`config.mk`:
```
export PLATFORM = sky130hd
export DESIGN_NAME = fm_pg_top
export DESIGN_NICKNAME = d
export VERILOG_FILES = /design/src/design/fm_pkg.sv /design/src/design/fm_lfo.sv /design/src/design/fm_pg_top.sv /design/src/design/fm_phase_acc.sv /design/src/design/fm_phase_inc.sv /design/src/design/fm_pm_keycode.sv /design/src/design/fm_slot_ctrl.sv
export SDC_FILE = /design/constraint.sdc
export NUM_CORES = 1
export LEC_CHECK = 0
export BUFFER_PORTS_ARGS = -buffer_cell sky130_fd_sc_hd__buf_4
export CORE_ASPECT_RATIO = 1.2
export CORE_MARGIN = 3
export CORE_UTILIZATION = 60
export CTS_BUF_LIST = sky130_fd_sc_hd__clkbuf_8
export CTS_CLUSTER_DIAMETER = 50
export DETAILED_ROUTE_END_ITERATION = 8
export GPL_TIMING_DRIVEN = 0
export PLACE_DENSITY = 0.77
export SYNTH_ARGS = -nofsm -noshare
export SYNTH_HDL_FRONTEND = slang
export SYNTH_HIERARCHICAL = 1
export SYNTH_SLANG_ARGS = --single-unit
```
`constraint.sdc`:
```
create_clock -name clk -period 19 [get_ports clk]
set_input_delay 2.85 -clock clk [delete_from_list [all_inputs] [get_ports clk]]
set_output_delay 2.85 -clock clk [all_outputs]
set_load 0.01 [all_outputs]
```
`src/design/fm_pkg.sv`:
```
`default_nettype none

package fm_pkg;

    localparam int num_chan = 8;
    localparam int chan_w   = 3;

    // key code holds the octave in its upper 3 bits and the note code in the lower 4.
    localparam int kc_w     = 7;
    localparam int kf_w     = 6;
    localparam int kcex_w   = 13;
    localparam int mod_w    = 9;
    localparam int pmd_w    = 7;
    localparam int phase_w  = 20;
    localparam int inc_w    = 17;

    // highest reachable key, octave 7, note 14, fraction 63.
    localparam logic [kcex_w-1:0] kcex_max = {3'd7, 4'd14, 6'd63};

    // octave 7 increments at fraction 0, indexed by valid note order.
    localparam logic [inc_w-1:0] note_base [12] = '{
        17'd40000, 17'd42379, 17'd44898, 17'd47568,
        17'd50397, 17'd53394, 17'd56569, 17'd59932,
        17'd63496, 17'd67272, 17'd71272, 17'd75510
    };

    // increment added per fraction step, so 64 steps reach the next note.
    localparam logic [inc_w-1:0] note_step [12] = '{
        17'd37, 17'd39, 17'd41, 17'd44,
        17'd46, 17'd49, 17'd52, 17'd55,
        17'd59, 17'd62, 17'd66, 17'd70
    };

endpackage

`default_nettype wire

```
`src/design/fm_lfo.sv`:
```
`default_nettype none

module fm_lfo (
    input  logic                     clk,
    input  logic                     arst_n,
    input  logic                     frame_tick,
    input  logic [3:0]               lfo_rate,
    input  logic [fm_pkg::pmd_w-1:0] pmd,
    output logic [fm_pkg::mod_w-1:0] mod,
    output logic                     mod_add
);

    logic [3:0]  presc;
    logic [7:0]  tri_ph;
    logic [7:0]  tri_nx;
    logic [5:0]  ramp;
    logic [6:0]  mag;
    logic [13:0] scaled;
    logic        lfo_step;

    assign lfo_step = frame_tick && (presc == lfo_rate);
    assign tri_nx   = tri_ph + 8'd1;

    // the second and fourth quarters run the ramp backwards, bit 7 is the sign.
    assign ramp     = tri_nx[6] ? ~tri_nx[5:0] : tri_nx[5:0];
    assign mag      = {ramp, 1'b0};
    assign scaled   = mag * pmd;

    always_ff @(posedge clk or negedge arst_n) begin
        if (!arst_n) begin
            presc   <= '0;
            tri_ph  <= '0;
            mod     <= '0;
            mod_add <= 1'b1;
        end else if (frame_tick) begin
            if (lfo_step) begin
                presc   <= '0;
                tri_ph  <= tri_nx;
                mod     <= scaled[13:5];
                mod_add <= !tri_nx[7] || (ramp == 6'd0);
            end else begin
                presc <= presc + 4'd1;
            end
        end
    end

endmodule

`default_nettype wire

```
`src/design/fm_pg_top.sv`:
```
`default_nettype none

module fm_pg_top (
    input  logic                       clk,
    input  logic                       arst_n,
    input  logic                       wr_valid,
    output logic                       wr_ready,
    input  logic [fm_pkg::chan_w-1:0]  wr_chan,
    input  logic [fm_pkg::kc_w-1:0]    wr_kc,
    input  logic [fm_pkg::kf_w-1:0]    wr_kf,
    input  logic [fm_pkg::pmd_w-1:0]   pmd,
    input  logic [3:0]                 lfo_rate,
    output logic                       out_valid,
    input  logic                       out_ready,
    output logic [fm_pkg::chan_w-1:0]  out_chan,
    output logic [fm_pkg::phase_w-1:0] out_phase
);

    logic                      wr_en;
    logic                      slot_valid;
    logic [fm_pkg::chan_w-1:0] slot_chan;
    logic                      stall;
    logic                      frame_tick;
    logic [fm_pkg::kc_w-1:0]   kc;
    logic [fm_pkg::kf_w-1:0]   kf;
    logic [fm_pkg::mod_w-1:0]  mod;
    logic                      mod_add;
    logic [fm_pkg::kcex_w-1:0] kcex;
    logic [fm_pkg::inc_w-1:0]  inc;
    logic                      inc_valid;
    logic [fm_pkg::chan_w-1:0] inc_chan;

    assign wr_en = wr_valid && wr_ready;

    fm_slot_ctrl u_ctrl (
        .clk        (clk),
        .arst_n     (arst_n),
        .wr_ready   (wr_ready),
        .out_valid  (out_valid),
        .out_ready  (out_ready),
        .slot_valid (slot_valid),
        .slot_chan  (slot_chan),
        .stall      (stall),
        .frame_tick (frame_tick)
    );

    fm_lfo u_lfo (
        .clk        (clk),
        .arst_n     (arst_n),
        .frame_tick (frame_tick),
        .lfo_rate   (lfo_rate),
        .pmd        (pmd),
        .mod        (mod),
        .mod_add    (mod_add)
    );

    fm_pm_keycode u_keycode (
        .kc      (kc),
        .kf      (kf),
        .mod     (mod),
        .mod_add (mod_add),
        .kcex    (kcex)
    );

    fm_phase_inc u_inc (
        .clk        (clk),
        .arst_n     (arst_n),
        .stall      (stall),
        .slot_valid (slot_valid),
        .slot_chan  (slot_chan),
        .kcex       (kcex),
        .inc        (inc),
        .inc_valid  (inc_valid),
        .inc_chan   (inc_chan)
    );

    fm_phase_acc u_acc (
        .clk       (clk),
        .arst_n    (arst_n),
        .stall     (stall),
        .wr_en     (wr_en),
        .wr_chan   (wr_chan),
        .wr_kc     (wr_kc),
        .wr_kf     (wr_kf),
        .slot_chan (slot_chan),
        .kc        (kc),
        .kf        (kf),
        .inc       (inc),
        .inc_valid (inc_valid),
        .inc_chan  (inc_chan),
        .out_valid (out_valid),
        .out_chan  (out_chan),
        .out_phase (out_phase)
    );

endmodule

`default_nettype wire

```
`src/design/fm_phase_acc.sv`:
```
`default_nettype none

module fm_phase_acc (
    input  logic                       clk,
    input  logic                       arst_n,
    input  logic                       stall,
    input  logic                       wr_en,
    input  logic [fm_pkg::chan_w-1:0]  wr_chan,
    input  logic [fm_pkg::kc_w-1:0]    wr_kc,
    input  logic [fm_pkg::kf_w-1:0]    wr_kf,
    input  logic [fm_pkg::chan_w-1:0]  slot_chan,
    output logic [fm_pkg::kc_w-1:0]    kc,
    output logic [fm_pkg::kf_w-1:0]    kf,
    input  logic [fm_pkg::inc_w-1:0]   inc,
    input  logic                       inc_valid,
    input  logic [fm_pkg::chan_w-1:0]  inc_chan,
    output logic                       out_valid,
    output logic [fm_pkg::chan_w-1:0]  out_chan,
    output logic [fm_pkg::phase_w-1:0] out_phase
);

    logic [fm_pkg::kc_w-1:0]    kc_mem [fm_pkg::num_chan];
    logic [fm_pkg::kf_w-1:0]    kf_mem [fm_pkg::num_chan];
    logic [fm_pkg::phase_w-1:0] ph_mem [fm_pkg::num_chan];
    logic [fm_pkg::phase_w-1:0] ph_sum;
    logic                       acc_en;

    assign kc     = kc_mem[slot_chan];
    assign kf     = kf_mem[slot_chan];
    assign acc_en = inc_valid && !stall;

    // the phase simply wraps around.
    assign ph_sum = ph_mem[inc_chan] + {{(fm_pkg::phase_w - fm_pkg::inc_w){1'b0}}, inc};

    always_ff @(posedge clk or negedge arst_n) begin
        if (!arst_n) begin
            for (int i = 0; i < fm_pkg::num_chan; i++) begin
                kc_mem[i] <= '0;
                kf_mem[i] <= '0;
                ph_mem[i] <= '0;
            end
            out_valid <= 1'b0;
        end else begin
            if (wr_en) begin
                kc_mem[wr_chan] <= wr_kc;
                kf_mem[wr_chan] <= wr_kf;
            end
            if (acc_en) begin
                ph_mem[inc_chan] <= ph_sum;
            end
            // not stalled while valid means the held word was taken this cycle.
            if (!stall) begin
                out_valid <= inc_valid;
            end
        end
    end

    always_ff @(posedge clk) begin
        if (acc_en) begin
            out_chan  <= inc_chan;
            out_phase <= ph_sum;
        end
    end

endmodule

`default_nettype wire

```
`src/design/fm_phase_inc.sv`:
```
`default_nettype none

module fm_phase_inc (
    input  logic                      clk,
    input  logic                      arst_n,
    input  logic                      stall,
    input  logic                      slot_valid,
    input  logic [fm_pkg::chan_w-1:0] slot_chan,
    input  logic [fm_pkg::kcex_w-1:0] kcex,
    output logic [fm_pkg::inc_w-1:0]  inc,
    output logic                      inc_valid,
    output logic [fm_pkg::chan_w-1:0] inc_chan
);

    logic [2:0]               octave;
    logic [3:0]               note;
    logic [5:0]               frac;
    logic [3:0]               note_idx;
    logic [2:0]               oct_shift;
    logic [fm_pkg::inc_w-1:0] lin_inc;

    assign octave = kcex[12:10];
    assign note   = kcex[9:6];
    assign frac   = kcex[5:0];

    // three valid notes in every group of four codes.
    assign note_idx = ({2'b0, note[3:2]} * 4'd3) + {2'b0, note[1:0]};

    // the largest entry plus 63 steps stays below 2**inc_w.
    assign lin_inc   = fm_pkg::note_base[note_idx] + fm_pkg::note_step[note_idx] * frac;
    assign oct_shift = 3'd7 - octave;

    always_ff @(posedge clk or negedge arst_n) begin
        if (!arst_n) begin
            inc_valid <= 1'b0;
        end else if (!stall) begin
            inc_valid <= slot_valid;
        end
    end

    always_ff @(posedge clk) begin
        if (!stall) begin
            inc      <= lin_inc >> oct_shift;
            inc_chan <= slot_chan;
        end
    end

endmodule

`default_nettype wire

```
`src/design/fm_pm_keycode.sv`:
```
`default_nettype none

module fm_pm_keycode (
    input  logic [fm_pkg::kc_w-1:0]   kc,
    input  logic [fm_pkg::kf_w-1:0]   kf,
    input  logic [fm_pkg::mod_w-1:0]  mod,
    input  logic                      mod_add,
    output logic [fm_pkg::kcex_w-1:0] kcex
);

    logic [fm_pkg::kc_w-1:0] kc_fix;
    logic                    kc_ovf;
    logic [9:0]              up_lim;
    logic [1:0]              up_skip;
    logic [13:0]             up_sum;
    logic [13:0]             up_res;
    logic signed [9:0]       dn_lim;
    logic [1:0]              dn_skip;
    logic [13:0]             dn_sum;
    logic [13:0]             dn_res;

    // a gap note behaves as the valid note right above it.
    always_comb begin
        if (kc[1:0] == 2'b11) begin
            {kc_ovf, kc_fix} = {1'b0, kc} + 8'd1;
        end else begin
            {kc_ovf, kc_fix} = {1'b0, kc};
        end
    end

    // every gap crossed on the way up costs one more note of 64 fraction steps.
    always_comb begin
        up_lim = {1'b0, mod} + {4'd0, kf};
        case (kc_fix[1:0])
            2'd1:    up_skip = (up_lim >= 10'd384) ? 2'd2 : (up_lim >= 10'd192) ? 2'd1 : 2'd0;
            2'd2:    up_skip = (up_lim >= 10'd512) ? 2'd3 : (up_lim >= 10'd320) ? 2'd2 :
                               (up_lim >= 10'd128) ? 2'd1 : 2'd0;
            default: up_skip = (up_lim >= 10'd448) ? 2'd2 : (up_lim >= 10'd256) ? 2'd1 : 2'd0;
        endcase
        up_sum = {1'b0, kc_fix, kf} + {6'd0, up_skip, 6'd0} + {5'd0, mod};
        up_res = (up_sum[7:6] == 2'b11) ? up_sum + 14'd64 : up_sum;
    end

    // going down, the distance to the gap below depends on the note position.
    always_comb begin
        dn_lim = $signed({1'b0, mod}) - $signed({4'd0, kf});
        case (kc_fix[1:0])
            2'd1:    dn_skip = (dn_lim >= 10'sd321) ? 2'd2 : (dn_lim >= 10'sd129) ? 2'd1 : 2'd0;
            2'd2:    dn_skip = (dn_lim >= 10'sd385) ? 2'd2 : (dn_lim >= 10'sd193) ? 2'd1 : 2'd0;
            default: dn_skip = (dn_lim >= 10'sd449) ? 2'd3 : (dn_lim >= 10'sd257) ? 2'd2 :
                               (dn_lim >= 10'sd65) ? 2'd1 : 2'd0;
        endcase
        dn_sum = {1'b0, kc_fix, kf} - {6'd0, dn_skip, 6'd0} - {5'd0, mod};
        dn_res = (dn_sum[7:6] == 2'b11) ? dn_sum - 14'd64 : dn_sum;
    end

    always_comb begin
        if (kc_ovf) begin
            kcex = fm_pkg::kcex_max;
        end else if (mod_add) begin
            kcex = up_res[13] ? fm_pkg::kcex_max : up_res[12:0];
        end else begin
            // a borrow out of the top bit means we went below zero.
            kcex = dn_res[13] ? '0 : dn_res[12:0];
        end
    end

endmodule

`default_nettype wire

```
`src/design/fm_slot_ctrl.sv`:
```
`default_nettype none

module fm_slot_ctrl (
    input  logic                      clk,
    input  logic                      arst_n,
    output logic                      wr_ready,
    input  logic                      out_valid,
    input  logic                      out_ready,
    output logic                      slot_valid,
    output logic [fm_pkg::chan_w-1:0] slot_chan,
    output logic                      stall,
    output logic                      frame_tick
);

    typedef enum logic [1:0] {
        st_win,
        st_run,
        st_drain
    } state_t;

    state_t state;
    logic   inc_busy;

    assign stall      = out_valid && !out_ready;
    assign slot_valid = (state == st_run);
    assign wr_ready   = (state == st_win);
    assign frame_tick = (state == st_win);

    always_ff @(posedge clk or negedge arst_n) begin
        if (!arst_n) begin
            // the pipeline is empty after reset, so drain falls straight through.
            state     <= st_drain;
            slot_chan <= '0;
            inc_busy  <= 1'b0;
        end else begin
            // tracks whether the increment stage holds a slot.
            if (!stall) begin
                inc_busy <= slot_valid;
            end

            case (state)
                st_win: begin
                    state <= st_run;
                end
                st_run: begin
                    if (!stall) begin
                        if (int'(slot_chan) == fm_pkg::num_chan - 1) begin
                            slot_chan <= '0;
                            state     <= st_drain;
                        end else begin
                            slot_chan <= slot_chan + 1'b1;
                        end
                    end
                end
                st_drain: begin
                    if (!inc_busy && !out_valid) begin
                        state <= st_win;
                    end
                end
                default: begin
                    state <= st_drain;
                end
            endcase
        end
    end

endmodule

`default_nettype wire

```
==> reports/results.env, run 1 <==
REG2REG_TO='u_inc/inc[7]'
MIN_DELAY_WORST_ENDPOINT='u_acc/out_chan[1]'
SYNTH_AREA_PER_CELL_UM2=10.3
CLKSINKCOUNT=337
SYNTH-EDFF-COUNT=43
RUN_STATUS='finished, final reports clean'
MAX_SLEW.WORST_PIN.SLEW_NS=0.947
NETLIST_TOP_CELLS_AREA='dfrtp_1, mux2_2, ha_1'
DETAIL_ROUTE.ITER0.VIOLATIONS=1175
TOTALWIRELENGTH_UM=57700
ROUTE.DETAILED.VIAS_PER_INST=6.20
PLACE.DETAILED.HPWL_UM=41600
DIE-AREA_UM2=40600
GRT_SETUP_UNREPAIRED='false'
CRITPATHLAUNCHTYPE='flop'
ANTENNA_CELLS_INSERTED=0
CPPEAKSTAGEDELAY_NS=0.60
SYNTH.YOSYS.SEQ_AREA_SHARE_PCT=37.8
YS_SEQ_ELEMENTS=337
LARGEST_NET_DEGREE_AT_THE_START_OF_GLOBAL_ROUTING=102
ENDPOINT_KIND='flop'
GRT_PASS1_WL_UM=92600
GLOBALROUTEOVERFLOWTOTAL=0
SYNTHTOPCELLSBYCOUNT='dfrtp_1, nand2_1, mux2_2'
CELL_COUNT_AFTER_SYNTHESIS=2220
FINAL_LAYOUT_FILL_CELL_COUNT=2834
FINISH.UTILIZATION_PCT=67.5
TIMING.CRITICAL_PATH.SLOWEST_STAGE_CELL='fa_1'
HOLD_DEPTH=0
CTS-ROOT-BUF='clkbuf_8'
VIA_COUNT_OF_THE_FIRST_GLOBAL_ROUTING_PASS=18200
PLACE.GP.CONGESTION=0.958
SYNTH.LARGEST_AREA_CELL='dfrtp_1'
GROUTE.USAGE.OVERALL_PCT=28.5
START_UTIL_PCT=61.4
SYNTH_CELL_TYPE_COUNT=98
WORST-PATH-MAX-FANOUT=10
DIE_H_UM=220
FINALNETCOUNT=2553
FINAL-SETUP-VIOL-COUNT=0
CLOCKBUFFERDEPTH=3
SYNTHTOLAYOUTAREAGROWTH_PCT=9.90
CRITPATHARRIVALTIME_NS=15.80
RR_STARTPOINT='u_ctrl/slot_chan[0]'
SETUP.REG_TO_REG.WORST_SLACK_NS=3.55
WORSTSKEWPAIRLATENCY_NS=0.62
ASYNC_RESET_FF_SHARE_PCT=87.2
YOSYS_WARN_COUNT=6
ACHIEVABLE-FREQUENCY_MHz=64.7
FINAL_SKEW_NS=0.0264
DRTANTENNAVIOLNETS=0
TOTALNEGATIVESETUPSLACK_NS=0
POSTCTSRESIZEDCELLS=0
INITIAL_ANTENNA_VIOLATION_COUNT=0
NUM_ROWS=77
CP.REQUIRED_NS=19.35
MIN-DELAY-START='u_inc/inc_chan[1]'
CRITPATHMOSTFREQUENTCELL='fa_1'
FINAL-MAX-SLEW-VIOLATION-COUNT=0
WORST_R2R_PATH_DEPTH=49
HTREE_NUM_LEVELS=2
FINALCRITPERIODSHARE_PCT=81.3
CELL_AREA_SYNTH_UM2=22900
POSTSYNTH.TOPFLOPCELL='dfrtp_1'
TIMING.MAX_CAP.VIOLATIONS=0
FLOORPLAN.CORE_AREA_UM2=37300
CLASS_OF_THE_WORST_HOLD_PATH='flop to flop'
IO_PINS=56
ROUTEDWLPERCELL_UM=20.2
HOLD_VIOL=0
NETLIST.AREA_LEADER.SHARE_PCT=31.9
POST-ROUTE-MIN-PERIOD_NS=15.45
DRC_ERRORS=0
TOTAL_NUMBER_OF_VIAS=17700
MAX_SLEW_MARGIN_PCT=36.6
IO_BUFFERS=55
WORSTSETUPPATHTYPE='flop to flop'
OVERALL_DIE_WIDTH_UM=184
COUNT_OF_HOLD_FIX_BUFFERS_INSERTED_AT_CTS=0
TRITONCTS='done'
CTS_MADE_BUFFERS=57
CLK_PIN_SLEW_NS=0.06
SYNTHESIS.NETS=2437
YOSYS.CELL_COUNT.TOP_TYPE='dfrtp_1'
POST_ROUTE_CELLS_DRIVE_ABOVE_1_SHARE_PCT=19.0
CTS.REPAIR_TIMING.SETUP_BUFFER_COUNT=0
NUMBER_OF_DETAILED_ROUTING_ITERATIONS_RUN_BEFORE_ANTENNA_REPAIR=7
==> layout by cell type (no fill, tap or decap), types with 10 or more instances in the layout <==
cell | synthesis | final
mux4_2 | 34 | 34
edfxtp_1 | 43 | 43
xor2_1 | 41 | 41
buf_2 | 16 | 16
and3_1 | 19 | 19
nand2b_1 | 13 | 13
or3_1 | 10 | 10
nor3_1 | 28 | 28
o21ai_0 | 139 | 139
o21ai_1 | 24 | 24
a21oi_1 | 88 | 88
ha_1 | 119 | 119
a221o_1 | 12 | 12
and2_1 | 60 | 60
buf_4 | 3 | 57
nand4_1 | 12 | 12
a21o_1 | 24 | 24
nor2_1 | 94 | 94
a31oi_1 | 10 | 10
o31ai_1 | 12 | 12
nor2b_1 | 16 | 15
mux2_2 | 205 | 205
dfrtp_1 | 292 | 292
clkbuf_1 | 82 | 82
xnor2_1 | 43 | 43
a22oi_1 | 25 | 25
o21a_1 | 10 | 10
mux2i_1 | 48 | 48
nand2_1 | 252 | 252
o211ai_1 | 16 | 16
nand3_1 | 27 | 27
o221ai_1 | 17 | 17
inv_1 | 169 | 182
fa_1 | 67 | 67
clkbuf_8 | 0 | 76
==> registers in the layout (all words and copies together) (netlist names), 4 cells and up <==
name / flops
u_acc/ph_mem: 160
u_lfo/presc: 4
u_lfo/mod: 9
u_acc/out_phase: 20
u_acc/kf_mem: 48
u_acc/kc_mem: 56
u_inc/inc: 17
u_lfo/tri_ph: 8
==> per-layer routing <==
layer | global-route usage [%] | up-vias | wire, um
li1 | - | 8109 | -
met4 | 13.5 | 0 | 3000
met2 | 50.8 | 627 | 29000
met1 | 33.9 | 8770 | 22300
met3 | 4.03 | 183 | 3310
met5 | 0 | - | 0
==> area by class of cell <==
| type | count | area [um^2] | share of cell area [%] |
|---|---|---|---|
| Buffer | 110 | 462 | 1.83 |
| Clock inverter | 28 | 145 | 0.577 |
| Tap cell | 474 | 593 | 2.36 |
| Sequential cell | 337 | 8650 | 34.4 |
| Multi-Input combinational cell | 1601 | 13100 | 52.2 |
| Inverter | 172 | 646 | 2.57 |
| Clock buffer | 76 | 1050 | 4.16 |
| Timing Repair Buffer | 57 | 475 | 1.89 |
==> cells by family after synthesis <==
family          Yosys count  synth area share (%)
compound gates          469                  14.1
fa+ha+maj               186                  12.4
flops                   337                  37.8
xor+xnor                 88                  3.50
simple gates            571                  11.9
buf+inv                 282                  4.84
mux                     287                  15.5
==> critical path, delay by kind of cell (launching register included) <==
kind                     cells  cell delay [ns]
AO/OA/AOI/OAI               10             2.86
multiplexers                 6             2.08
flip-flops                   1             0.41
AND/OR/NAND/NOR             11             2.63
adder cells (fa/ha/maj)     12             5.12
buffers and inverters       10             2.09
==> stage by stage <==
step	cell area, um^2	hold WS (ns)	instances	setup slack, ns
6_report	25200	0.449	2855	3.55
5_1_grt	25200	0.473	2855	2.72
4_1_cts	25200	0.453	2855	3.65
3_5_place_dp	24000	0.439	2751	3.74
3_3_place_gp	23900	0.448	2749	4.05
2_1_floorplan	22900	0.421	2220	5.60
==> worst max path at each step <==
stage | from | endpoint | slack (ns) | cells past startpoint
after detailed placement | u_ctrl/slot_chan[0] | u_inc/inc[10] | 3.74 | 49
final | u_ctrl/slot_chan[0] | u_inc/inc[7] | 3.55 | 49
after global routing | u_ctrl/slot_chan[0] | u_inc/inc[7] | 2.72 | 49
after CTS | u_ctrl/slot_chan[0] | u_inc/inc[6] | 3.65 | 49
after global placement | u_ctrl/slot_chan[0] | u_inc/inc[7] | 4.05 | 50
after floorplan | u_ctrl/slot_chan[0] | u_inc/inc[7] | 5.60 | 50
Power of run 1 is not shown: default switching activity piles up to over one toggle a cycle in this logic, so the estimate is an artifact.
==> inputs of run 2 (changes only) <==
Settings changed: ABC_AREA from default to 1.
Clock period 19 ns to 14.9 ns, I/O delays scaled along.
==> reports/results.env, run 2 <==
HTREE_NUM_LEVELS=2
REGISTERS.TOP_BY_FF_COUNT='u_acc/ph_mem'
TRITONCTS='done'
YS_SEQ_ELEMENTS=337
CRITPATHLAUNCHTYPE='flop'
POST_ROUTE_CELLS_DRIVE_ABOVE_1_SHARE_PCT=9.50
SYNTH_TOP_FAMILY_BY_AREA='simple AND/OR/NAND/NOR gates'
FINAL_SKEW_NS=0.0513
MAX_SLEW.WORST_PIN.SLEW_NS=1.18
DPL-INSTANCE-AREA_UM2=24300
IO_BUFFERS=55
YOSYS_WARN_COUNT=6
PLACE_WS_NS=1.91
TOTALWIRELENGTH_UM=63600
ANTENNA_CELLS_INSERTED=0
TOTAL_NUMBER_OF_VIAS=21300
GRT_SETUP_UNREPAIRED='false'
SYNTHTOPCELLSBYCOUNT='nand2_1, inv_1, o21ai_0'
ACHIEVABLE-FREQUENCY_MHz=76.3
NETLIST_TOP_CELLS_AREA='dfrtp_1, nand2_1, o21ai_0'
WORST_SLACK_NS=1.80
SYNTH-EDFF-COUNT=43
TOTALNEGATIVESETUPSLACK_NS=0
IO_PINS=56
SYNTHESIS.NETS=3318
LARGEST_REGISTER_FFS=160
CRITPATHMOSTFREQUENTCELL='nand2_1'
POSTCTSRESIZEDCELLS=0
MAX_SLEW_MARGIN_PCT=21.2
FLOORPLAN.CORE_AREA_UM2=38000
LARGESTREGISTERS='u_acc/ph_mem x160, u_acc/kc_mem x56, u_acc/kf_mem x48'
CELL_COUNT_AFTER_SYNTHESIS=3101
CELL_AREA_SYNTH_UM2=23200
CLK_PIN_SLEW_NS=0.06
WORST-PATH-MAX-FANOUT=10
NUM_ROWS=78
SYNTH.LARGEST_AREA_CELL='dfrtp_1'
ASYNC_RESET_FF_SHARE_PCT=87.2
DETAIL_ROUTE.ITER0.VIOLATIONS=1826
SYNTH.AREA.MUX_SHARE_PCT=0
SYNTHTOLAYOUTAREAGROWTH_PCT=9.99
TIMING.MAX_CAP.VIOLATIONS=0
TIMING.CRITICAL_PATH.SLOWEST_STAGE_CELL='a31oi_1'
POST-ROUTE-MIN-PERIOD_NS=13.10
SYNTH_CELL_TYPE_COUNT=56
FINAL-SETUP-VIOL-COUNT=0
CP.REQUIRED_NS=15.38
CLASS_OF_THE_WORST_HOLD_PATH='flop to flop'
SYNTH.YOSYS.SEQ_AREA_SHARE_PCT=37.3
PLACE.GP.CONGESTION=0.973
CPPEAKSTAGEDELAY_NS=0.77
ENDPOINT_KIND='flop'
POSTSYNTH.TOPFLOPCELL='dfrtp_1'
ROUTE.DETAILED.VIAS_PER_INST=5.70
FINALNETCOUNT=3433
WORSTSETUPPATHTYPE='flop to flop'
FINAL-MAX-SLEW-VIOLATION-COUNT=0
NETLIST.AREA_LEADER.SHARE_PCT=31.5
YOSYS.CELL_COUNT.TOP_TYPE='nand2_1'
INITIAL_ANTENNA_VIOLATION_COUNT=0
DIE_H_UM=221
CTS.REPAIR_TIMING.SETUP_BUFFER_COUNT=0
FINALHOLDWORSTSLACK_NS=0.469
POST_SYNTH_XOR_AREA_FRACTION_PCT=1.60
COUNT_OF_HOLD_FIX_BUFFERS_INSERTED_AT_CTS=0
MOSTFREQUENTLAYOUTCELL='nand2_1'
GROUTE.USAGE.OVERALL_PCT=31.2
CLOCKBUFFERDEPTH=3
NUMBER_OF_DETAILED_ROUTING_ITERATIONS_RUN_BEFORE_ANTENNA_REPAIR=8
CRITPATHARRIVALTIME_NS=13.58
DIE-AREA_UM2=41100
SYNTH_COMPOUND_GATE_AREA_SHARE_PCT=12.2
SYNTH_AREA_PER_CELL_UM2=7.49
OVERALL_DIE_WIDTH_UM=186
HOLD_VIOL=0
CTS-ROOT-BUF='clkbuf_8'
ROUTEDWLPERCELL_UM=17.0
SYNTH_FA_HA_AREA_SHARE_PCT=12.2
DRC_ERRORS=0
MOSTFREQUENTLAYOUTCELLS='nand2_1, inv_1, o21ai_0'
FINALCRITPERIODSHARE_PCT=87.9
WORSTSKEWPAIRLATENCY_NS=0.68
GRT_PASS1_WL_UM=104000
GLOBALROUTEOVERFLOWTOTAL=0
PLACE.DETAILED.HPWL_UM=48300
RUN_STATUS='finished, final reports clean'
DRTANTENNAVIOLNETS=0
CLKSINKCOUNT=337
VIA_COUNT_OF_THE_FIRST_GLOBAL_ROUTING_PASS=21000
START_UTIL_PCT=61.1
LARGEST_NET_DEGREE_AT_THE_START_OF_GLOBAL_ROUTING=124
SYNTH_SIMPLE_GATE_AREA_SHARE_PCT=28.0
DESIGN_AREA_UM2=25500
CTS_MADE_BUFFERS=56
## run 2: changes by cell type in the layout (fill, tap and decap cells not counted), moves of 36 or more
cell / change
inv_1: +223
mux2_2: -205
o21ai_0: +161
xnor2_1: -36
and2_1: -50
nand3_1: +204
nor2_1: +181
mux2i_1: -48
nand2_1: +604
## run 2: layout make-up
class                      count  area (um^2)
inverter                     425         1600
timing repair buffer          57          475
buffer                       102          448
multi-input combinational   2237        12500
clock inverter                36          279
sequential                   337         8650
clock buffer                  70          963
fill                        3293        12400
tap                          480          601
## run 2: layer usage
metal / up-vias / track usage, % / wire, um
li1: 10200 / - / -
met1: 10000 / 38.7 / 24900
met2: 884 / 51.7 / 30400
met3: 245 / 5.13 / 4210
met4: 0 / 17.7 / 4130
met5: - / 0 / 0
## run 2: critical path: cells and delay by family, from the launching register on
kind,cells,cell delay [ns]
xor gates and xnor gates,1,0.29
AOI/OAI and AO/OA,9,2.33
and+or+nand+nor,28,2.67
buffers and inverters,17,2.42
DFF,1,0.47
adders and majority gates,11,4.72
## run 2: kinds of logic (layout without fill, tap and decap cells)
family | count (synthesis) | after routing
buffers and inverters | 527 | 690
adders and majority gates | 186 | 186
xor gates and xnor gates | 39 | 39
DFF | 337 | 337
AOI/OAI and AO/OA | 504 | 504
and+or+nand+nor | 1508 | 1508
## run 2: path summary, 6_finish.rpt
| check | from | end | slack (ns) | cells after the start |
|---|---|---|---|---|
| min in group asynchronous | arst_n | u_acc/ph_mem[90] | 1.47 | 1 |
| setup / recovery | u_ctrl/slot_chan[0] | u_inc/inc[7] | 1.80 | 66 |
| hold / removal | u_acc/ph_mem[62] | u_acc/ph_mem[62] | 0.47 | 2 |
| max in group asynchronous | arst_n | u_lfo/presc[3] | 12.44 | 2 |
| hold reg to reg | u_acc/ph_mem[62] | u_acc/ph_mem[62] | 0.47 | 2 |
| setup reg to reg | u_ctrl/slot_chan[0] | u_inc/inc[7] | 1.80 | 66 |
## run 2: through the flow
| stage | utilization (%) | instances |
|---|---|---|
| detailed placement | 64.0 | 3638 |
| finish | 67.3 | 3744 |
| floorplan | - | 3101 |
| CTS | 67.3 | 3744 |
| global route | 67.3 | 3744 |
| global placement | 63.8 | 3636 |
Power of run 2 is left out for the same reason.
